### src/rtl/memPkg.sv
`default_nettype none

package memPkg;

    localparam int addrWidth   = 32;
    localparam int dataWidth   = 32;
    localparam int tagWidth    = 4;
    localparam int ramAddrBits = 12;
    localparam int lsbDepth    = 4;
    localparam int lsbPtrBits  = $clog2(lsbDepth);

    typedef enum logic [1:0] {
        lenByte = 2'd0,
        lenHalf = 2'd1,
        lenWord = 2'd2
    } accessLen_t;

    // One request as the core hands it over
    typedef struct packed {
        logic                 isStore;
        logic                 isSigned;
        accessLen_t           len;
        logic [addrWidth-1:0] addr;
        logic [dataWidth-1:0] data;
        logic [tagWidth-1:0]  tag;
    } memReq_t;

    // Data is the extended load value, zero for stores
    typedef struct packed {
        logic                 isStore;
        logic [dataWidth-1:0] data;
        logic [tagWidth-1:0]  tag;
    } memResp_t;

    // What the controller sees of a data request
    typedef struct packed {
        logic                 isStore;
        accessLen_t           len;
        logic [addrWidth-1:0] addr;
        logic [dataWidth-1:0] data;
    } busReq_t;

endpackage

`default_nettype wire

### src/rtl/dataAccessUnit.sv
`timescale 1ns/1ps
`default_nettype none

module dataAccessUnit (
    input  wire                            clk,
    input  wire                            rst,
    input  wire                            issueValid,
    input  wire memPkg::busReq_t           issueReq,
    input  wire [memPkg::tagWidth-1:0]     issueTag,
    input  wire                            dataWait,
    input  wire                            dataDone,
    input  wire [memPkg::dataWidth-1:0]    dataRdata,
    output logic                           accept,
    output logic                           memEn,
    output memPkg::busReq_t                memReq,
    output logic                           done,
    output logic [memPkg::dataWidth-1:0]   doneData,
    output logic [memPkg::tagWidth-1:0]    doneTag
);
    import memPkg::*;

    logic                occupied;
    logic                armed;
    busReq_t             heldReq;
    logic [tagWidth-1:0] heldTag;

    assign accept = !occupied;
    assign memReq = heldReq;

    // The request goes out one cycle after it lands here
    assign memEn = occupied && armed && !dataWait;

    always_ff @(posedge clk) begin
        if (rst) begin
            occupied <= 1'b0;
            armed    <= 1'b0;
            done     <= 1'b0;
        end else begin
            done <= dataDone;
            if (dataDone) begin
                occupied <= 1'b0;
                armed    <= 1'b0;
            end else begin
                armed <= occupied;
                if (accept && issueValid) begin
                    occupied <= 1'b1;
                end
            end
        end
    end

    always_ff @(posedge clk) begin
        if (accept && issueValid) begin
            heldReq <= issueReq;
            heldTag <= issueTag;
        end
        if (dataDone) begin
            doneData <= dataRdata;
            doneTag  <= heldTag;
        end
    end

endmodule

`default_nettype wire

### config.mk
export PLATFORM = sky130hd
export DESIGN_NAME = dataAccessUnit
export DESIGN_NICKNAME = d
export VERILOG_FILES = /design/src/rtl/memPkg.sv /design/src/rtl/dataAccessUnit.sv
export SDC_FILE = /design/constraint.sdc
export NUM_CORES = 1
export LEC_CHECK = 0
export ABC_AREA = 1
export BUFFER_PORTS_ARGS = -buffer_cell sky130_fd_sc_hd__buf_2
export CAP_MARGIN = 15
export CORE_ASPECT_RATIO = 0.5
export CORE_MARGIN = 5
export CORE_UTILIZATION = 45
export DETAILED_ROUTE_END_ITERATION = 10
export GPL_TIMING_DRIVEN = 0
export PLACE_DENSITY = 0.94
export SLEW_MARGIN = 0
export SYNTH_ARGS = -nofsm -noshare
export SYNTH_HDL_FRONTEND = slang
export SYNTH_SLANG_ARGS = --single-unit
### constraint.sdc
create_clock -name clk -period 7 [get_ports clk]
set_clock_uncertainty 0.2 [all_clocks]
set_input_delay 0.7 -clock clk [delete_from_list [all_inputs] [get_ports clk]]
set_output_delay 0.7 -clock clk [all_outputs]
set_load 0.02 [all_outputs]
==> impl_metrics.ini <==
[status]
outcome = finished clean

[clocking]
cts-buffers-inserted = 9
postCtsSetupBuffers = 0
cts-root-buf = clkbuf_16
clk-insertion-delay-late_ns = 0.33
cts_sinks = 110
ctsHoldBuffers = 0
cts_tree = done
clk_pin_slew_worst_paths_ns = 0.06
ctsResizeCount = 0
cts_buffer_depth = 2
h-tree-depth = 3

[global_routing]
grt_usage_pct = 17.49
grt_pass1_wl_um = 11990
antenna_found_initial = 0
grt_max_degree = 38
grt_overflow = 0
grt_pass1_vias = 2079

[route]
wl_um = 8271
wl_per_cell_um = 18.46
drt_iter0_markers = 92
viasPerCell = 4.433
ant_nets = 0
first_pass_iters = 4
drcViolationCount = 0
num_vias = 1986

[setup_path]
r2r-start = occupied
crit_chain = buf_2 -> inv_1 -> nor2_4 -> buf_12
cp_slowest_stage_delay_ns = 0.76
reg2reg_to = memReq[62]
rr_worst_depth = 2
endpoint_kind = flip-flop
critical_path_class = input port to flip-flop
crit_arrival_ns = 1.93
crit_required_ns = 6.82
startpoint_type = input port
cp_max_fo = 37
reg2reg_slack_ns = 4.99
critical_path.slowest_cell = nor2_4

[final_layout]
nNetsFinal = 455
n_antenna_cell = 0
design_area_um2 = 4815
multi_input_area_um2 = 37.54
drive_gt1_share_pct = 64.77
nFillCells = 495
syn_to_final_growth_pct = 45.10
regArea_um2 = 3273

[hold_path]
hold_depth = 0
holdPathEnd = doneTag[2]
hold_class = flip-flop to flip-flop
hold_start = heldTag[2]

[placed_design]
dp_hpwl_um = 6488
pre_cts_slack_ns = 4.525
place_area_um2 = 4532
portBuffers = 213
gp_congestion = 0.7614

[die]
core-area_um2 = 7239
die_x_um = 131.4
die_h_um = 70.72
std_cell_rows = 22
start_util_pct = 45.83
ios = 214
floorplan.die_area_um2 = 9295

[sta]
layout_setup_ws_ns = 4.888
tns_ns = 0
setup_viol = 0
min_period_over_period_pct = 30.18
timing.fmax_mhz = 473.4
maxSlewHeadroom_pct = 32.72
drv_slew = 0
timing.hold.ws_ns = 0.2180
worst_pin_slew_ns = 1.007
rsz0062_at_grt = no
min_period_ns = 2.112
hold_violations = 0

[logic_synthesis]
synth.cell_area_um2 = 3318
synth.avg_cell_area_um2 = 27.20
synth-seq-cells = 110
synthCells = 122
seq_area_frac_synth_pct = 98.64
yosys_warnings = 0
yosys.cell_types.count = 6
synthesis.nets = 230

[run]
maxCapViolCount = 0

[power]
peakVddDrop_v = 0.0001445
finalPower_uw = 1394
power.density_nw_per_um2 = 289.6
power.leakage_uw = 0.002080
==> cell type report <==
cell class	count	area share (%)
clock inverters	5	1.040
multi-input cells	8	0.7796
repair buffers	214	22.56
inverters	4	0.3119
clock buffers	11	4.834
well taps	96	2.495
flip-flops and latches	110	67.98
==> sequential cells by signal (all words and copies together) (netlist names) <==
register / cells
memReq: 67
doneData: 32
doneTag: 4
heldTag: 4
armed: 1
done: 1
occupied: 1
==> cells in the mapped netlist <==
cell type / n / area, µm²
edfxtp_1: 107 / 3213
nor2_1: 6 / 22.52
dfxtp_1: 3 / 60.06
inv_1: 3 / 11.26
nand2_1: 2 / 7.510
inv_2: 1 / 3.750
==> report_power, final <==
group	internal, µW	switching (µW)	leakage (µW)	total (µW)
Combinational	48.0	90.2	0.000882	138
Sequential	771	10.9	0.00106	782
Clock	274	199	0.000135	474
==> worst max-delay path: cells and delay by family <==
family	cells	cell delay (ns)
simple gates	1	0.76
buf+inv	3	0.45
==> layout by cell type (no fill, tap or decap) <==
master and instances:
nor2_4 1, buf_12 1, clkinvlp_4 1, inv_1 3, buf_2 213, clkbuf_1 2
edfxtp_1 107, inv_2 1, clkinv_2 1, clkinv_1 2, nand2_1 2, bufinv_16 1
dfxtp_1 3, nor2_1 5, clkbuf_16 9
==> logic make-up after synthesis <==
group / Yosys count / share of synthesized area, %
buffers and inverters: 4 / 0.4524
flip-flops: 110 / 98.64
AND/OR/NAND/NOR: 8 / 0.9050
==> routing by layer <==
metal / track usage [%] / wire [µm] / up-vias
met1: 18.05 / 2781 / 978
met2: 34.66 / 4966 / 73
met5: 0 / 0 / -
met4: 4.219 / 98 / 0
met3: 5.682 / 424 / 9
li1: - / - / 926
==> how the worst max path moves through the flow <==
stage,start,to,cells past startpoint
3_3_place_gp,issueValid,memReq[18],3
5_1_grt,issueValid,memReq[53],4
2_1_floorplan,issueValid,heldTag[0],2
6_report,issueValid,memReq[62],4
3_5_place_dp,issueValid,memReq[51],4
4_1_cts,issueValid,memReq[51],4
==> per-stage QoR <==
stage / instances / util [%]
floorplan: 122 / -
global placement: 431 / 62.22
detailed placement: 432 / 62.60
CTS: 448 / 66.51
global route: 448 / 66.51
finish: 448 / 66.51
Note: power is estimated with default switching activity, not from simulation.
