==> config.mk <==
export PLATFORM = sky130hd
export DESIGN_NAME = loadStoreBuffer
export DESIGN_NICKNAME = d
export VERILOG_FILES = /design/src/rtl/memPkg.sv /design/src/rtl/loadStoreBuffer.sv
export SDC_FILE = /design/constraint.sdc
export NUM_CORES = 1
export LEC_CHECK = 0
export ABC_AREA = 1
export ABC_CLOCK_PERIOD_IN_PS = 4800
export BUFFER_PORTS_ARGS = -buffer_cell sky130_fd_sc_hd__buf_2
export CORE_ASPECT_RATIO = 0.75
export CORE_MARGIN = 8
export CORE_UTILIZATION = 50
export DETAILED_ROUTE_END_ITERATION = 16
export PLACE_DENSITY = 0.77
export SLEW_MARGIN = 30
export SYNTH_ARGS = -nofsm -noshare
export SYNTH_HDL_FRONTEND = slang
export SYNTH_SLANG_ARGS = --single-unit
==> constraint.sdc <==
create_clock -name clk -period 4.8 [get_ports clk]
set_input_delay 0.96 -clock clk [delete_from_list [all_inputs] [get_ports clk]]
set_output_delay 0.96 -clock clk [all_outputs]
set_load 0.02 [all_outputs]
==> src/rtl/memPkg.sv <==
`default_nettype none

package memPkg;

    localparam int addrWidth   = 32;
    localparam int dataWidth   = 32;
    localparam int tagWidth    = 4;
    localparam int ramAddrBits = 12;
    localparam int lsbDepth    = 4;
    localparam int lsbPtrBits  = $clog2(lsbDepth);

    typedef enum logic [1:0] {
        lenByte = 2'd0,
        lenHalf = 2'd1,
        lenWord = 2'd2
    } accessLen_t;

    // One request as the core hands it over
    typedef struct packed {
        logic                 isStore;
        logic                 isSigned;
        accessLen_t           len;
        logic [addrWidth-1:0] addr;
        logic [dataWidth-1:0] data;
        logic [tagWidth-1:0]  tag;
    } memReq_t;

    // Data is the extended load value, zero for stores
    typedef struct packed {
        logic                 isStore;
        logic [dataWidth-1:0] data;
        logic [tagWidth-1:0]  tag;
    } memResp_t;

    // What the controller sees of a data request
    typedef struct packed {
        logic                 isStore;
        accessLen_t           len;
        logic [addrWidth-1:0] addr;
        logic [dataWidth-1:0] data;
    } busReq_t;

endpackage

`default_nettype wire

==> src/rtl/loadStoreBuffer.sv <==
`timescale 1ns/1ps
`default_nettype none

module loadStoreBuffer (
    input  wire                            clk,
    input  wire                            rst,
    input  wire memPkg::memReq_t           req,
    input  wire                            reqValid,
    input  wire                            accept,
    input  wire                            done,
    input  wire [memPkg::dataWidth-1:0]    doneData,
    input  wire [memPkg::tagWidth-1:0]     doneTag,
    output logic                           reqReady,
    output memPkg::memResp_t               resp,
    output logic                           respValid,
    output logic                           issueValid,
    output memPkg::busReq_t                issueReq,
    output logic [memPkg::tagWidth-1:0]    issueTag
);
    import memPkg::*;

    memReq_t               entries [lsbDepth];
    memReq_t               headReq;
    logic [lsbPtrBits-1:0] headPtr;
    logic [lsbPtrBits-1:0] tailPtr;
    logic [lsbPtrBits:0]   count;
    logic                  headIssued;
    logic                  push;
    logic                  pop;
    logic [dataWidth-1:0]  loadValue;

    assign headReq  = entries[headPtr];
    assign reqReady = count != (lsbPtrBits + 1)'(lsbDepth);
    assign push     = reqValid && reqReady;
    assign pop      = done;

    // The head stays in place after issue so its flags are at hand when the result returns
    assign issueValid = (count != '0) && !headIssued;
    assign issueTag   = headReq.tag;
    assign issueReq   = '{
        isStore: headReq.isStore,
        len:     headReq.len,
        addr:    headReq.addr,
        data:    headReq.data
    };

    always_comb begin
        case (headReq.len)
            lenByte: begin
                if (headReq.isSigned) begin
                    loadValue = {{(dataWidth - 8){doneData[7]}}, doneData[7:0]};
                end else begin
                    loadValue = {{(dataWidth - 8){1'b0}}, doneData[7:0]};
                end
            end
            lenHalf: begin
                if (headReq.isSigned) begin
                    loadValue = {{(dataWidth - 16){doneData[15]}}, doneData[15:0]};
                end else begin
                    loadValue = {{(dataWidth - 16){1'b0}}, doneData[15:0]};
                end
            end
            default: loadValue = doneData;
        endcase
    end

    assign respValid = done;
    assign resp      = '{
        isStore: headReq.isStore,
        data:    headReq.isStore ? '0 : loadValue,
        tag:     doneTag
    };

    always_ff @(posedge clk) begin
        if (rst) begin
            headPtr    <= '0;
            tailPtr    <= '0;
            count      <= '0;
            headIssued <= 1'b0;
        end else begin
            if (push) begin
                tailPtr <= tailPtr + 1'b1;
            end
            if (pop) begin
                headPtr    <= headPtr + 1'b1;
                headIssued <= 1'b0;
            end else if (accept && issueValid) begin
                headIssued <= 1'b1;
            end
            case ({push, pop})
                2'b10:   count <= count + 1'b1;
                2'b01:   count <= count - 1'b1;
                default: count <= count;
            endcase
        end
    end

    always_ff @(posedge clk) begin
        if (push) begin
            entries[tailPtr] <= req;
        end
    end

endmodule

`default_nettype wire

==> reports/results.ini <==
[synth]
synth_area_per_cell_um2=13.5
syn_area_um2=11500
yosysUniqueCellTypes=28
synth_top_area_share_pct=75.2
yosysSeqAreaShare_pct=77.0
postSynthCellCount=853
yosys_warnings=0
syn_nets=972
synth_seq_cells=298
ys_top_cells_by_area=edfxtp_1 75%, o21ai_0 6.4%, nor2_1 5.5%
yosysTopAreaCell=edfxtp_1

[global_route]
grt_usage_pct=17.5
antenna_found_initial=5
first_global_vias=7294
grt_start_max_net_pins=74
grt_pass1_wl_um=39300
gr-total-overflow=0

[sta]
relSlewSlack_pct=46.0
fmax_mhz=253
fin_tns_setup_ps=0
clock_skew_ps=11.2
rsz0062_at_grt=no
tightest_slew_ps=809
finalCritPeriodShare_pct=82.4
period_needed_ps=3950
slew_violations=0
hold_viol_final=0
setup_viol_count_final=0
layout_setup_ws_ps=846

[die]
design.core.area_um2=22800
num_rows=48
die_w_um=191
io_pins=224
dieArea_um2=28100
die_y_um=147
initial_core_util_pct=50.5

[power]
vdd_drop_max_mv=0.344
leakage_uw=0.00504
power_uw=6090
power.density_nw_per_um2=444

[route]
wl_per_cell_um=19.0
wl_met3_um=2170
wl_met2_um=12500
firstDrtPassIters=6
drc=0
wirelength_um=26000
wl_met1_um=10700
routed.top_layer=met5
viasPerCell=5.43
vias=7444
ant_nets=0
first_iter_violations=479

[setup_path]
critPathCaptureType=output port
rr_startpoint=count[0]
critical_path_class=reg2out
path_max_fanout=57
worstPathArrival_ps=2990
critPathLaunchType=register
required_ps=3840

[layout]
fin_area_um2=13700
drive_gt1_share_pct=26.0
layout.nets=1171
syn_to_final_growth_pct=19.5

[placement]
place_area_um2=12800
hpwl_um=15600
numPortBuffers=215
dp_slack_ps=1430
place_congestion=0.719

[cts]
cts_sinks=298
root_buffer=clkbuf_16
cts_tree=yes
cts_resized=0
htreeDepth=1
numCtsBuffers=28
postCtsHoldBufs=0
insertion_delay_ps=530
clockBufferDepth=3
clk_pin_slew_ps=60
post_cts_buffers=0

[hold_path]
min_path_type=reg2reg
hold_start=count[0]

[status]
status=completed

[run]
cap_viol_max_count=0

==> critical path, cell delays in order (launching register included) <==
cell,delay [ps]
dfxtp_4,570
buf_4,540
buf_4,550
o21ai_0,210
o22ai_1,290
buf_2,210
==> flip-flops by register name (all words and copies together) (netlist names), named ones only <==
register,cells
headIssued,1
entries,288
headPtr,2
tailPtr,2
count,3
==> final timing paths <==
path                                endpoint  slack [ps]  cells past startpoint
worst max-delay path            issueReq[38]         850                      5
worst min-delay path                count[0]         470                      2
worst max register to register      count[2]        2590                     10
worst min register to register      count[0]         470                      2
==> synthesized netlist by cell type, drive strengths merged <==
cell type	instances
buf	20
a211oi	2
a21oi	13
nor3	3
nand2	43
inv	25
dfxtp	10
a31oi	1
o22ai	68
o21a	1
clkinv	2
o21ai	153
nor3b	1
fa	1
o21bai	1
ha	5
clkbuf	37
edfxtp	288
nor2	170
nand3	9
==> layer usage <==
| metal | vias to the layer above | GRT usage [%] |
|---|---|---|
| met5 | - | 0 |
| met4 | 8 | 4.69 |
| met1 | 3575 | 22.1 |
| li1 | 3531 | - |
| met2 | 283 | 29.8 |
| met3 | 47 | 4.36 |
==> cell usage in the layout, fill, tap and decap left out <==
master / Yosys / final
clkinv_2: 0 / 6
dfxtp_4: 0 / 1
inv_2: 0 / 1
o21a_1: 1 / 1
buf_12: 0 / 2
clkinv_1: 2 / 9
fa_1: 1 / 1
buf_4: 6 / 8
o21ai_0: 147 / 147
o21ai_1: 6 / 6
a21oi_1: 13 / 13
clkbuf_1: 37 / 2
diode_2: 0 / 1
o22ai_1: 68 / 68
dfxtp_2: 0 / 1
clkbuf_16: 0 / 29
buf_6: 3 / 1
a31oi_1: 1 / 1
inv_1: 24 / 24
edfxtp_1: 288 / 288
buf_2: 10 / 215
nor3_1: 3 / 3
nand2_4: 1 / 1
ha_1: 5 / 5
nand2_1: 40 / 40
bufinv_16: 0 / 4
o21bai_1: 1 / 1
nand2_2: 2 / 2
inv_4: 1 / 1
dfxtp_1: 10 / 8
nand3_1: 9 / 9
nor2_1: 168 / 164
nor2_4: 2 / 6
a211oi_1: 2 / 2
nor3b_1: 1 / 1
==> metrics by stage <==
stage | hold slack [ps] | std cells | util (%)
after floorplan | 444 | 853 | -
after global routing | 515 | 1372 | 60.3
after detailed placement | 463 | 1322 | 56.3
after CTS | 471 | 1371 | 60.3
final | 467 | 1372 | 60.3
after global placement | 452 | 1322 | 56.3
==> final cells by class <==
cell class | count | area [µm²]
clock inverters | 18 | 180
inverters | 27 | 104
repair buffers | 226 | 1190
flip-flops and latches | 298 | 8850
diodes | 1 | 2.50
well taps | 300 | 375
fillers | 1774 | 9030
clock buffers | 31 | 733
multi-input cells | 471 | 2300
==> kinds of logic (layout without fill, tap and decap cells) <==
group           after synthesis  in the layout  synth area share [%]
flops                       298            298                  77.0
compound gates              239            239                  11.2
simple gates                226            226                  7.78
buf+inv                      84            302                  3.27
fa+ha+maj                     6              6                 0.718
other cells                   0              1                     0
==> report_power, final <==
group	internal [µW]	switching, µW
Sequential	3020	37.3
Combinational	242	603
Clock	1300	887
Total	4570	1530
No activity file was read; power rests on OpenSTA's default activity.
