<file path="src/rtl/memPkg.sv">
`default_nettype none

package memPkg;

    localparam int addrWidth   = 32;
    localparam int dataWidth   = 32;
    localparam int tagWidth    = 4;
    localparam int ramAddrBits = 12;
    localparam int lsbDepth    = 4;
    localparam int lsbPtrBits  = $clog2(lsbDepth);

    typedef enum logic [1:0] {
        lenByte = 2'd0,
        lenHalf = 2'd1,
        lenWord = 2'd2
    } accessLen_t;

    // One request as the core hands it over
    typedef struct packed {
        logic                 isStore;
        logic                 isSigned;
        accessLen_t           len;
        logic [addrWidth-1:0] addr;
        logic [dataWidth-1:0] data;
        logic [tagWidth-1:0]  tag;
    } memReq_t;

    // Data is the extended load value, zero for stores
    typedef struct packed {
        logic                 isStore;
        logic [dataWidth-1:0] data;
        logic [tagWidth-1:0]  tag;
    } memResp_t;

    // What the controller sees of a data request
    typedef struct packed {
        logic                 isStore;
        accessLen_t           len;
        logic [addrWidth-1:0] addr;
        logic [dataWidth-1:0] data;
    } busReq_t;

endpackage

`default_nettype wire

</file>
<file path="src/rtl/memoryController.sv">
`timescale 1ns/1ps
`default_nettype none

module memoryController (
    input  wire                            clk,
    input  wire                            rst,
    input  wire                            memEn,
    input  wire memPkg::busReq_t           memReq,
    input  wire                            fetchEn,
    input  wire [memPkg::addrWidth-1:0]    fetchAddr,
    input  wire [7:0]                      ramRdata,
    output logic                           dataWait,
    output logic                           fetchWait,
    output logic                           dataDone,
    output logic [memPkg::dataWidth-1:0]   dataRdata,
    output logic                           fetchDone,
    output logic [memPkg::dataWidth-1:0]   fetchWord,
    output logic [memPkg::addrWidth-1:0]   ramAddr,
    output logic                           ramWe,
    output logic [7:0]                     ramWdata
);
    import memPkg::*;

    typedef enum logic [1:0] {
        stIdle,
        stWrite,
        stRead
    } ctrlState_t;

    ctrlState_t           state;
    logic                 ownerFetch;
    logic [2:0]           cnt;
    logic [2:0]           nBytes;
    logic [addrWidth-1:0] baseAddr;
    logic [dataWidth-1:0] wordBuf;
    logic [1:0]           rdIdx;
    logic                 lastCycle;

    function automatic logic [2:0] byteCount(accessLen_t len);
        case (len)
            lenByte: byteCount = 3'd1;
            lenHalf: byteCount = 3'd2;
            default: byteCount = 3'd4;
        endcase
    endfunction

    assign dataWait  = state != stIdle;
    assign fetchWait = state != stIdle;

    // Writes finish once every byte is out, reads one cycle later for the RAM latency
    assign lastCycle = (state == stWrite && cnt == nBytes) ||
                       (state == stRead && cnt == nBytes + 3'd1);
    assign dataDone  = lastCycle && !ownerFetch;
    assign fetchDone = lastCycle && ownerFetch;

    // Holds store data during a write and the assembled bytes during a read
    assign dataRdata = wordBuf;
    assign fetchWord = wordBuf;

    // Byte cnt-1 arrives from the RAM while address cnt is out
    assign rdIdx = cnt[1:0] - 2'd1;

    // Byte 0 goes to the RAM on the grant cycle itself
    always_comb begin
        ramAddr  = baseAddr + addrWidth'(cnt);
        ramWe    = 1'b0;
        ramWdata = wordBuf[8 * cnt[1:0] +: 8];
        if (state == stIdle) begin
            ramAddr  = memEn ? memReq.addr : fetchAddr;
            ramWe    = memEn && memReq.isStore;
            ramWdata = memReq.data[7:0];
        end else if (state == stWrite) begin
            ramWe = cnt < nBytes;
        end
    end

    always_ff @(posedge clk) begin
        if (rst) begin
            state      <= stIdle;
            ownerFetch <= 1'b0;
            cnt        <= '0;
            nBytes     <= '0;
        end else begin
            case (state)
                stIdle: begin
                    cnt <= 3'd1;
                    // The data client wins when both ask
                    if (memEn) begin
                        ownerFetch <= 1'b0;
                        nBytes     <= byteCount(memReq.len);
                        state      <= memReq.isStore ? stWrite : stRead;
                    end else if (fetchEn) begin
                        ownerFetch <= 1'b1;
                        nBytes     <= 3'd4;
                        state      <= stRead;
                    end
                end
                stWrite: begin
                    if (cnt == nBytes) begin
                        state <= stIdle;
                    end else begin
                        cnt <= cnt + 3'd1;
                    end
                end
                stRead: begin
                    if (cnt == nBytes + 3'd1) begin
                        state <= stIdle;
                    end else begin
                        cnt <= cnt + 3'd1;
                    end
                end
                default: state <= stIdle;
            endcase
        end
    end

    always_ff @(posedge clk) begin
        if (state == stIdle) begin
            if (memEn) begin
                baseAddr <= memReq.addr;
                wordBuf  <= memReq.data;
            end else if (fetchEn) begin
                baseAddr <= fetchAddr;
            end
        end else if (state == stRead && cnt <= nBytes) begin
            wordBuf[8 * rdIdx +: 8] <= ramRdata;
        end
    end

endmodule

`default_nettype wire

</file>
<file path="config.mk">
export PLATFORM = sky130hd
export DESIGN_NAME = memoryController
export DESIGN_NICKNAME = d
export VERILOG_FILES = /design/src/rtl/memPkg.sv /design/src/rtl/memoryController.sv
export SDC_FILE = /design/constraint.sdc
export NUM_CORES = 1
export LEC_CHECK = 0
export ABC_CLOCK_PERIOD_IN_PS = 5400
export BUFFER_PORTS_ARGS = -buffer_cell sky130_fd_sc_hd__buf_2
export CAP_MARGIN = 20
export CORE_ASPECT_RATIO = 1.25
export CORE_MARGIN = 2
export CORE_UTILIZATION = 35
export DETAILED_ROUTE_END_ITERATION = 10
export GPL_TIMING_DRIVEN = 0
export MAX_ROUTING_LAYER = met4
export PLACE_DENSITY = 0.65
export SETUP_SLACK_MARGIN = 0.4
export SLEW_MARGIN = 20
export SYNTH_ARGS = -nofsm -noshare
export SYNTH_HDL_FRONTEND = slang
export SYNTH_SLANG_ARGS = --single-unit
</file>
<file path="constraint.sdc">
create_clock -name clk -period 5.4 [get_ports clk]
set_input_delay 1.35 -clock clk [delete_from_list [all_inputs] [get_ports clk]]
set_output_delay 1.35 -clock clk [all_outputs]
set_load 0.02 [all_outputs]
</file>
==> metrics.md, run 1 <==
| Metric | Value |
|---|---|
| Outcome | completed |
| Worst Setup Slack, final | 0.713 ns |
| Netlist cell types | between 40 and 50 |
| Floorplan die width | roughly 110 um |
| Kind of launch point of the worst setup path | input port |
| Pin count of the biggest net entering global routing | 33 |
| Net total in the final layout | 832 |
| Fraction of layout cells with a size suffix above 1 | 0.452 |
| Worst Setup Path Type | input port to output pin |
| Synthesized instance count | approximately 480 |
| Slew margin rel. | 0.338 |
| Post-Route Setup TNS | 0 ns |
| Drt total wl | approximately 16000 um |
| Setup slack after placement | 0.663 ns |
| TritonCTS buffer count | 9 |
| Number of H-tree levels | 3 |
| Sink Count | 73 |
| Last weighted congestion value of the routability-driven placer | slightly above 0.9 |
| Via count | 4531 |
| Top flip-flop cell by instance count after synthesis | edfxtp_1 |
| Quantity of hold-fixing buffers added after cts | 0 |
| Main combinational cell family by area after synthesis | simple AND/OR/NAND/NOR gates |
| Arrival time at the worst endpoint | 3.34 ns |
| HP Class | flop to flop |
| Leakage | just under 0.003 uW |
| Skew final | 0.00906 ns |
| Final critical delay including setup and external delays | 4.69 ns |
| CTS tree | done |
| Syn Area/Cell | 10.3 sq um |
| Pins over their slew limit | 0 |
| Measured slew at the worst slew-check pin | 0.993 ns |
| I/O pin count | 220 |
| Total area of multi-input combinational cells | 2380 sq um |
| Fmax | 0.213 GHz |
| Number of flops mapped to enable cells by yosys | 64 |
| Total of buffers placed on input and output ports | 218 |
| Crit path capture type | output pin |
| Die outline area | 14900 sq um |
| Arithmetic-cell share of the synthesized area counting full adders, half adders and majority gates | 0.0425 |
| Unrepaired setup endpoints after global routing | no |
| Effective utilization at floorplan | 0.357 |
| Root buffer cell | clkbuf_16 |
| Cell Pwr Density | 410 nW/um^2 |
| Fill cell instance count of the final layout | 1343 |
| Total number of placement rows | 48 |
| Number of setup violations in the final report | 0 |
| Floorplan die height | 136 um |
| Resize count post-CTS | 0 |
| Worst-case clock buffer depth | 2 |
| GRT Residual Overflow | 0 |
| Finished layout cell area | 6530 sq um |
| Detail Placement HPWL | 12700 um |
| Global Route Usage Sum | 0.220 |
| Ratio of routed vias to standard cells | 5.11 |
| Post-CTS setup buffer count | 0 |
| Max VDD drop | 0.186 mV |
| Initial DRC count | ~180 |
| Area Growth Syn to Fin | 33.8% |
| Maximum net fanout on the critical path | 10 |
| Multiplexer fraction of the synthesized cell area | 0.113 |
| Via count of the first global-routing pass | roughly 4500 |
| Core Util, Final | 0.477 |
| Xor-xnor portion of the synthesized cell area | 0.0607 |
| Remaining design rule violation count | 0 |
| Synth Net Count | 603 |
| Wire length of the first global-routing pass | between 20000 and 25000 um |
| Warning count from the yosys run | 0 |
| Number of detailed-routing iterations run before antenna repair | 5 |
| Clock edge transition at the registers on the reported setup and hold paths | 0.05 ns |
| ANT nets after route | 0 |
| Seq cells post-synth | 73 |
| Instance area at placement | between 6000 and 7000 sq um |
| Post-synthesis cell area | roughly 4900 sq um |
| Clock latency on the worst-skew pair | 0.33 ns |
| Max capacitance violation total | 0 |
| Simple-Gate Fraction of Synth Area | 0.161 |
| Part of the Yosys area used for sequential elements | 0.431 |
| Drt wl/cell | 18.0 um |
| CORE AREA | 13700 sq um |
| Area occupied by registers | around 2100 sq um |
| Initial antenna violation count | 1 |
| Final cycle utilization of the critical path | 0.868 |
| Required arrival time at the worst endpoint | 4.05 ns |
| Fraction of synthesis flops using an asynchronous set or reset pin | 0 |
| Final Hold Violating Endpoints | 0 |
| Compound-gate portion of the synthesized area | 0.110 |
-- cells by family after synthesis --
| logic type | after synthesis |
|---|---|
| DFF | 73 |
| adders and majority gates | 16 |
| buffers and inverters | 72 |
| AOI/OAI and AO/OA | 79 |
| xor gates and xnor gates | 32 |
| and+or+nand+nor | 163 |
| muxes | 41 |
-- registers in the layout, summed over array words and instances, names as in the netlist --
name / cells
baseAddr: 32
dataRdata: 32
cnt: 3
nBytes: 3
state: 2
ownerFetch: 1
-- synth_stat cells, types with 2 or more instances --
cell type,count,area share
o31ai_1,2,0.0031
clkbuf_1,15,0.012
nor3_2,2,0.0041
nor2_1,22,0.017
o21a_1,4,0.0062
xnor2_1,10,0.018
o21ai_0,9,0.0092
a22oi_1,2,0.0031
mux2_2,32,0.074
nand3_1,20,0.021
o21ai_1,21,0.022
inv_1,13,0.010
nor3_1,7,0.0072
edfxtp_1,64,0.39
nand4_1,16,0.021
a21oi_1,13,0.013
ha_1,15,0.038
dfxtp_1,9,0.037
a211oi_1,2,0.0031
nor2b_1,5,0.0064
a22o_1,22,0.039
buf_1,4,0.0031
nand2_1,74,0.057
buf_4,33,0.051
buf_2,6,0.0062
and3_1,5,0.0064
mux4_2,8,0.037
and2_1,5,0.0064
xor2_1,21,0.038
-- layout by cell type (no fill, tap or decap), types with 17 or more instances in the layout --
cell type	instances
xor2_1	21
nand2_1	74
mux2_2	32
clkbuf_1	17
nor2_1	22
edfxtp_1	64
o21ai_1	21
buf_4	33
a22o_1	22
nand3_1	20
buf_2	224
-- power by group --
part	switching [uW]	leakage (uW)	internal (uW)
sequential	101	0.000698	766
clock	230	0.000162	452
combinational	706	0.00206	421
total	1040	0.00292	1640
-- per-stage QoR --
stage	cells	hold slack, ns	total power [uW]
finish	886	0.500	2680
global route	886	0.547	2800
CTS	885	0.512	2700
detailed placement	869	0.504	2010
global placement	869	0.481	1990
floorplan	476	0.459	1600
-- per-layer routing --
metal	GRT usage	vias up	share of wire
li1	-	2154	-
met1	0.235	2136	0.38
met2	0.401	217	0.52
met3	0.0403	24	0.075
met4	0.0795	0	0.023
met5	-	-	0
-- critical path: stages --
cell and delay [ns]:
buf_2 0.09, clkbuf_1 0.73, buf_2 0.40, mux2_2 0.38, nand2_1 0.07, o21ai_0 0.11, buf_2 0.20
-- path summary, 6_finish.rpt --
path              depth (start not counted)  slack (ns)       endpoint       from
hold / removal                            2        0.50      nBytes[2]  nBytes[2]
setup reg to reg                          7        2.25  dataRdata[21]     cnt[0]
setup / recovery                          7        0.71     ramAddr[5]      memEn
hold reg to reg                           2        0.50      nBytes[2]  nBytes[2]
-- final cells by class --
class                           count  area share
Antenna cell                        1    0.000383
Buffer                             58      0.0535
Clock buffer                       11      0.0356
Clock inverter                      5      0.0157
Inverter                           14     0.00805
Multi-Input combinational cell    331       0.364
Sequential cell                    73       0.322
Tap cell                          175      0.0335
Timing Repair Buffer              218       0.167
Note: power is estimated with default switching activity, not from simulation.
==> run 2: changes to the inputs <==
GPL_TIMING_DRIVEN = unset   (was 0)
==> metrics.md, run 2 (synthesis gave the netlist of run 1 again) <==
| Metric | Value |
|---|---|
| Die outline area | 14900 sq um (unchanged) |
| Total of buffers placed on input and output ports | 219 (+0.46%) |
| Clock latency on the worst-skew pair | 0.34 ns (about the same) |
| Max capacitance violation total | 0 (unchanged) |
| Number of H-tree levels | 3 (unchanged) |
| Post-CTS setup buffer count | 0 (unchanged) |
| Pin count of the biggest net entering global routing | 68 (+110%) |
| Skew final | 0.00985 ns (+0.000791 ns) |
| Leakage | 0.00272 uW (-6.8%) |
| Floorplan die width | 110 um (unchanged) |
| Leading cell type in the layout, fill and taps excluded | buf_2 |
| ANT nets after route | 0 (unchanged) |
| Worst slack on hold paths | 0.498 ns (-0.00266 ns) |
| Filler-free cell count of the finished design | 835 (-5.8%) |
| Number of detailed-routing iterations run before antenna repair | 4 (-1) |
| Internal reg-to-reg setup slack | 2.42 ns (+0.17 ns) |
| Drt wl/cell | 17.4 um (-3.2%) |
| Core Util, Final | 0.453 (-0.0238) |
| Max VDD drop | 0.212 mV (+14%) |
| Net total in the final layout | 781 (-6.1%) |
| Via count | 4294 (-5.2%) |
| Global Route Usage Sum | 0.197 (-0.0229) |
| Unrepaired setup endpoints after global routing | no |
| Area occupied by registers | 2100 sq um (unchanged) |
| CORE AREA | 13700 sq um (unchanged) |
| Sink Count | 73 (unchanged) |
| Crit path capture type | output pin |
| Last weighted congestion value of the routability-driven placer | 0.878 (-4.5%) |
| Clock edge transition at the registers on the reported setup and hold paths | 0.06 ns (about the same) |
| Total area of multi-input combinational cells | 2390 sq um (+0.53%) |
| Drt total wl | 14500 um (-8.8%) |
| Wire length of the first global-routing pass | 21200 um (-11%) |
| Root buffer cell | clkbuf_16 |
| I/O pin count | 220 (unchanged) |
| Worst Setup Path Type | flop to output pin |
| Cell Pwr Density | 401 nW/um^2 (-2.1%) |
| Fill cell instance count of the final layout | 1346 (+0.22%) |
| GRT Residual Overflow | 0 (unchanged) |
| Instance area at placement | 5910 sq um (-4.6%) |
| Area Growth Syn to Fin | 27.1% |
| Worst-case clock buffer depth | 2 (unchanged) |
| Total number of placement rows | 48 (unchanged) |
| Quantity of hold-fixing buffers added after cts | 0 (unchanged) |
| Floorplan die height | 136 um (unchanged) |
| Arrival time at the worst endpoint | 2.89 ns (-0.45 ns) |
| Finished layout cell area | 6200 sq um (-5.0%) |
| Remaining design rule violation count | 0 (unchanged) |
| TritonCTS buffer count | 9 (unchanged) |
| Effective utilization at floorplan | 0.357 (unchanged) |
| Pins over their slew limit | 0 (unchanged) |
| Final Hold Violating Endpoints | 0 (unchanged) |
| Ratio of routed vias to standard cells | 5.14 (+0.56%) |
| Resize count post-CTS | 0 (unchanged) |
| Measured slew at the worst slew-check pin | 1.03 ns (+0.0332 ns) |
| Total placed cells including tap cells | 818 (-5.9%) |
| HP Class | flop to flop |
| Required arrival time at the worst endpoint | 4.05 ns (about the same) |
| Initial antenna violation count | 1 (unchanged) |
| Via count of the first global-routing pass | 4160 (-8.2%) |
| Maximum net fanout on the critical path | 16 (+6) |
| Leading cell types in the layout, fill and taps excluded | 219 x buf_2, 74 x nand2_1, 64 x edfxtp_1 |
| Number of setup violations in the final report | 0 (unchanged) |
| Final cycle utilization of the critical path | 0.785 (-0.0835) |
| Fmax | 0.236 GHz (+11%) |
| Post-Route Setup TNS | 0 ns (unchanged) |
| Outcome | completed |
| Kind of launch point of the worst setup path | flop |
| CTS tree | done |
| Initial DRC count | 206 (+13%) |
| Slew margin rel. | 0.310 (-0.0278) |
| Fraction of layout cells with a size suffix above 1 | 0.442 (-0.0105) |
| Detail Placement HPWL | 11400 um (-10%) |
| Final critical delay including setup and external delays | 4.24 ns (-0.451 ns) |
==> run 2: cell count changes in the layout (fill, tap and decap cells not counted), sizes merged <==
cell / change
buf: -36
bufinv: -2
clkinvlp: +3
clkinv: +1
clkbuf: -17
==> run 2: through the flow <==
step,power [uW],setup WS [ns]
after global routing,2610,0.997
after floorplan,1600,1.50
after detailed placement,1910,1.20
after CTS,2510,1.17
after global placement,1890,1.26
final,2490,1.16
==> run 2: critical path, cell delays in order (launching register included) <==
cell     delay (ns)
dfxtp_1        0.29
buf_4          0.20
ha_1           0.26
fa_1           0.41
a21oi_1        0.41
nor3_1         0.12
buf_4          0.21
nand4_1        0.13
xnor2_1        0.21
o21ai_1        0.10
buf_2          0.19
==> run 2: final cells by class <==
class / instances / share of cell area
clock buffers: 9 / 0.0363
inverters: 14 / 0.00847
multi-input cells: 331 / 0.385
repair buffers: 225 / 0.184
flip-flops and latches: 73 / 0.339
well taps: 175 / 0.0353
diodes: 1 / 0.000403
clock inverters: 7 / 0.0113
==> run 2: path summary, 6_finish.rpt <==
check / to / startpoint / cells past startpoint
worst min-delay path: state[1] / state[1] / 2
worst max register to register: baseAddr[29] / state[0] / 6
worst min register to register: state[1] / state[1] / 2
worst max-delay path: ramAddr[30] / cnt[0] / 10
==> run 2: power by group <==
group | leakage, uW | internal, uW | switching (uW)
Combinational | 0.00189 | 364 | 670
Sequential | 0.000698 | 765 | 91.0
Clock | 0.000135 | 357 | 242
Total | 0.00272 | 1490 | 1000
==> run 2: layer usage <==
metal | part of all wire | up-vias | track usage
met5 | 0 | - | -
met4 | 0.030 | 0 | 0.0963
met3 | 0.081 | 31 | 0.0388
met2 | 0.52 | 229 | 0.347
met1 | 0.37 | 1985 | 0.209
li1 | - | 2049 | -
==> run 3: changes to the inputs <==
ABC_CLOCK_PERIOD_IN_PS = 3770   (was 5400)
PLACE_DENSITY = 0.68   (was 0.65)
clock period = 3.77 ns   (was 5.4 ns; I/O delays follow)
==> metrics.md, run 3 (synthesis gave the netlist of run 1 again) <==
| Metric | Value |
|---|---|
| Outcome | completed |
| Maximum net fanout on the critical path | 9 (-7) |
| ANT nets after route | 0 (unchanged) |
| Skew final | 0.00908 ns (-0.000768 ns) |
| Cell Pwr Density | 560 nW/um^2 (+40%) |
| Filler-free cell count of the finished design | 840 (+0.60%) |
| Crit path capture type | output pin |
| Number of H-tree levels | 3 (unchanged) |
| I/O pin count | 220 (unchanged) |
| Total number of placement rows | 48 (unchanged) |
| Max capacitance violation total | 0 (unchanged) |
| Initial DRC count | 171 (-17%) |
| Leading cell types in the layout, fill and taps excluded | 219 x buf_2, 73 x nand2_1, 64 x edfxtp_1 |
| Arrival time at the worst endpoint | 2.28 ns (-0.61 ns) |
| CORE AREA | 13700 sq um (unchanged) |
| Unrepaired setup endpoints after global routing | no |
| Fill cell instance count of the final layout | 1295 (-3.8%) |
| Sink Count | 73 (unchanged) |
| Detail Placement HPWL | 11100 um (-2.4%) |
| Post-Route Setup TNS | 0 ns (unchanged) |
| Required arrival time at the worst endpoint | 2.83 ns (-1.22 ns) |
| Kind of launch point of the worst setup path | flop |
| Slew margin rel. | 0.496 (+0.186) |
| TritonCTS buffer count | 9 (unchanged) |
| Net total in the final layout | 787 (+0.77%) |
| Final Hold Violating Endpoints | 0 (unchanged) |
| Worst-case clock buffer depth | 2 (unchanged) |
| Via count | 4274 (-0.47%) |
| Clock edge transition at the registers on the reported setup and hold paths | 0.06 ns (about the same) |
| Leading cell type in the layout, fill and taps excluded | buf_2 |
| Area Growth Syn to Fin | 28.2% |
| Ratio of routed vias to standard cells | 5.09 (-1.1%) |
| Core Util, Final | 0.457 (+0.00402) |
| Total of buffers placed on input and output ports | 219 (unchanged) |
| Drt wl/cell | 17.2 um (-0.97%) |
| Total placed cells including tap cells | 820 (+0.24%) |
| CTS tree | done |
| Max VDD drop | 0.264 mV (+24%) |
| Pin count of the biggest net entering global routing | 39 (-43%) |
| Final critical delay including setup and external delays | 3.22 ns |
| Via count of the first global-routing pass | 4196 (+0.87%) |
| Pins over their slew limit | 0 (unchanged) |
| Wire length of the first global-routing pass | 21700 um (+2.4%) |
| Worst slack on hold paths | 0.502 ns (+0.00381 ns) |
| Number of detailed-routing iterations run before antenna repair | 4 (unchanged) |
| Die outline area | 14900 sq um (unchanged) |
| Effective utilization at floorplan | 0.357 (unchanged) |
| Initial antenna violation count | 0 (-1) |
| Global Route Usage Sum | 0.199 (+0.00195) |
| Antenna diodes | 0 (-1) |
| Final cycle utilization of the critical path | 0.855 |
| Worst Setup Path Type | flop to output pin |
| Drt total wl | 14500 um (-0.37%) |
| Number of setup violations in the final report | 0 (unchanged) |
| Measured slew at the worst slew-check pin | 0.752 ns (-0.275 ns) |
| Fmax | 0.310 GHz |
| Root buffer cell | clkbuf_16 |
| Quantity of hold-fixing buffers added after cts | 0 (unchanged) |
| GRT Residual Overflow | 0 (unchanged) |
| Last weighted congestion value of the routability-driven placer | 0.973 (+11%) |
| Clock latency on the worst-skew pair | 0.33 ns (about the same) |
| Floorplan die height | 136 um (unchanged) |
| HP Class | flop to flop |
| Leakage | 0.00273 uW (+0.43%) |
| Remaining design rule violation count | 0 (unchanged) |
| Fraction of layout cells with a size suffix above 1 | 0.454 (+0.0126) |
| Overall power after layout | 3500 uW (+41%) |
| Floorplan die width | 110 um (unchanged) |
[run 3: layout make-up]
type	count	area, sq um	area share
clock buffer	9	225	0.0360
clock inverter	7	37.5	0.00600
inverter	14	56.3	0.00900
multi-input combinational	331	2420	0.386
sequential	73	2100	0.336
tap	175	219	0.0350
timing repair buffer	230	1190	0.191
timing repair inverter	1	7.51	0.00120
[run 3: what timing repair did]
item                       in CTS  in global routing
cloned                          0                  1
buffers inserted                0                  3
setup endpoints to repair      11                 27
pin swaps                       1                  3
gates resized for setup         3                  7
[run 3: worst paths after layout]
path | from | cells past startpoint | end | slack (ns)
worst max register to register | cnt[0] | 7 | dataRdata[21] | 0.94
worst min register to register | nBytes[2] | 2 | nBytes[2] | 0.50
worst min-delay path | nBytes[2] | 2 | nBytes[2] | 0.50
worst max-delay path | baseAddr[15] | 6 | ramAddr[31] | 0.55
[run 3: routing by layer]
layer | wire length (um) | GRT usage
met1 | 5630 | 0.222
met2 | 7410 | 0.348
met3 | 1150 | 0.0427
met4 | 262 | 0.0724
met5 | 0 | -
[run 3: stage by stage]
stage	worst slack [ns]	area, sq um
2_1_floorplan	0.689	4880
3_3_place_gp	0.692	5930
3_5_place_dp	0.677	5930
4_1_cts	0.416	6200
5_1_grt	0.411	6260
6_report	0.546	6260
[run 3: worst max-delay path: stages (launching register included)]
cell and delay (ns):
edfxtp_1 0.43, nand3_1 0.21, nor4_4 0.55, nand4_1 0.25, xor2_1 0.20, a21oi_1 0.14
buf_2 0.18
[run 3: power breakdown]
part	switching, uW	internal, uW	leakage [uW]
sequential	133	1100	0.000698
clock	332	437	0.000126
combinational	969	537	0.00191
total	1430	2070	0.00273
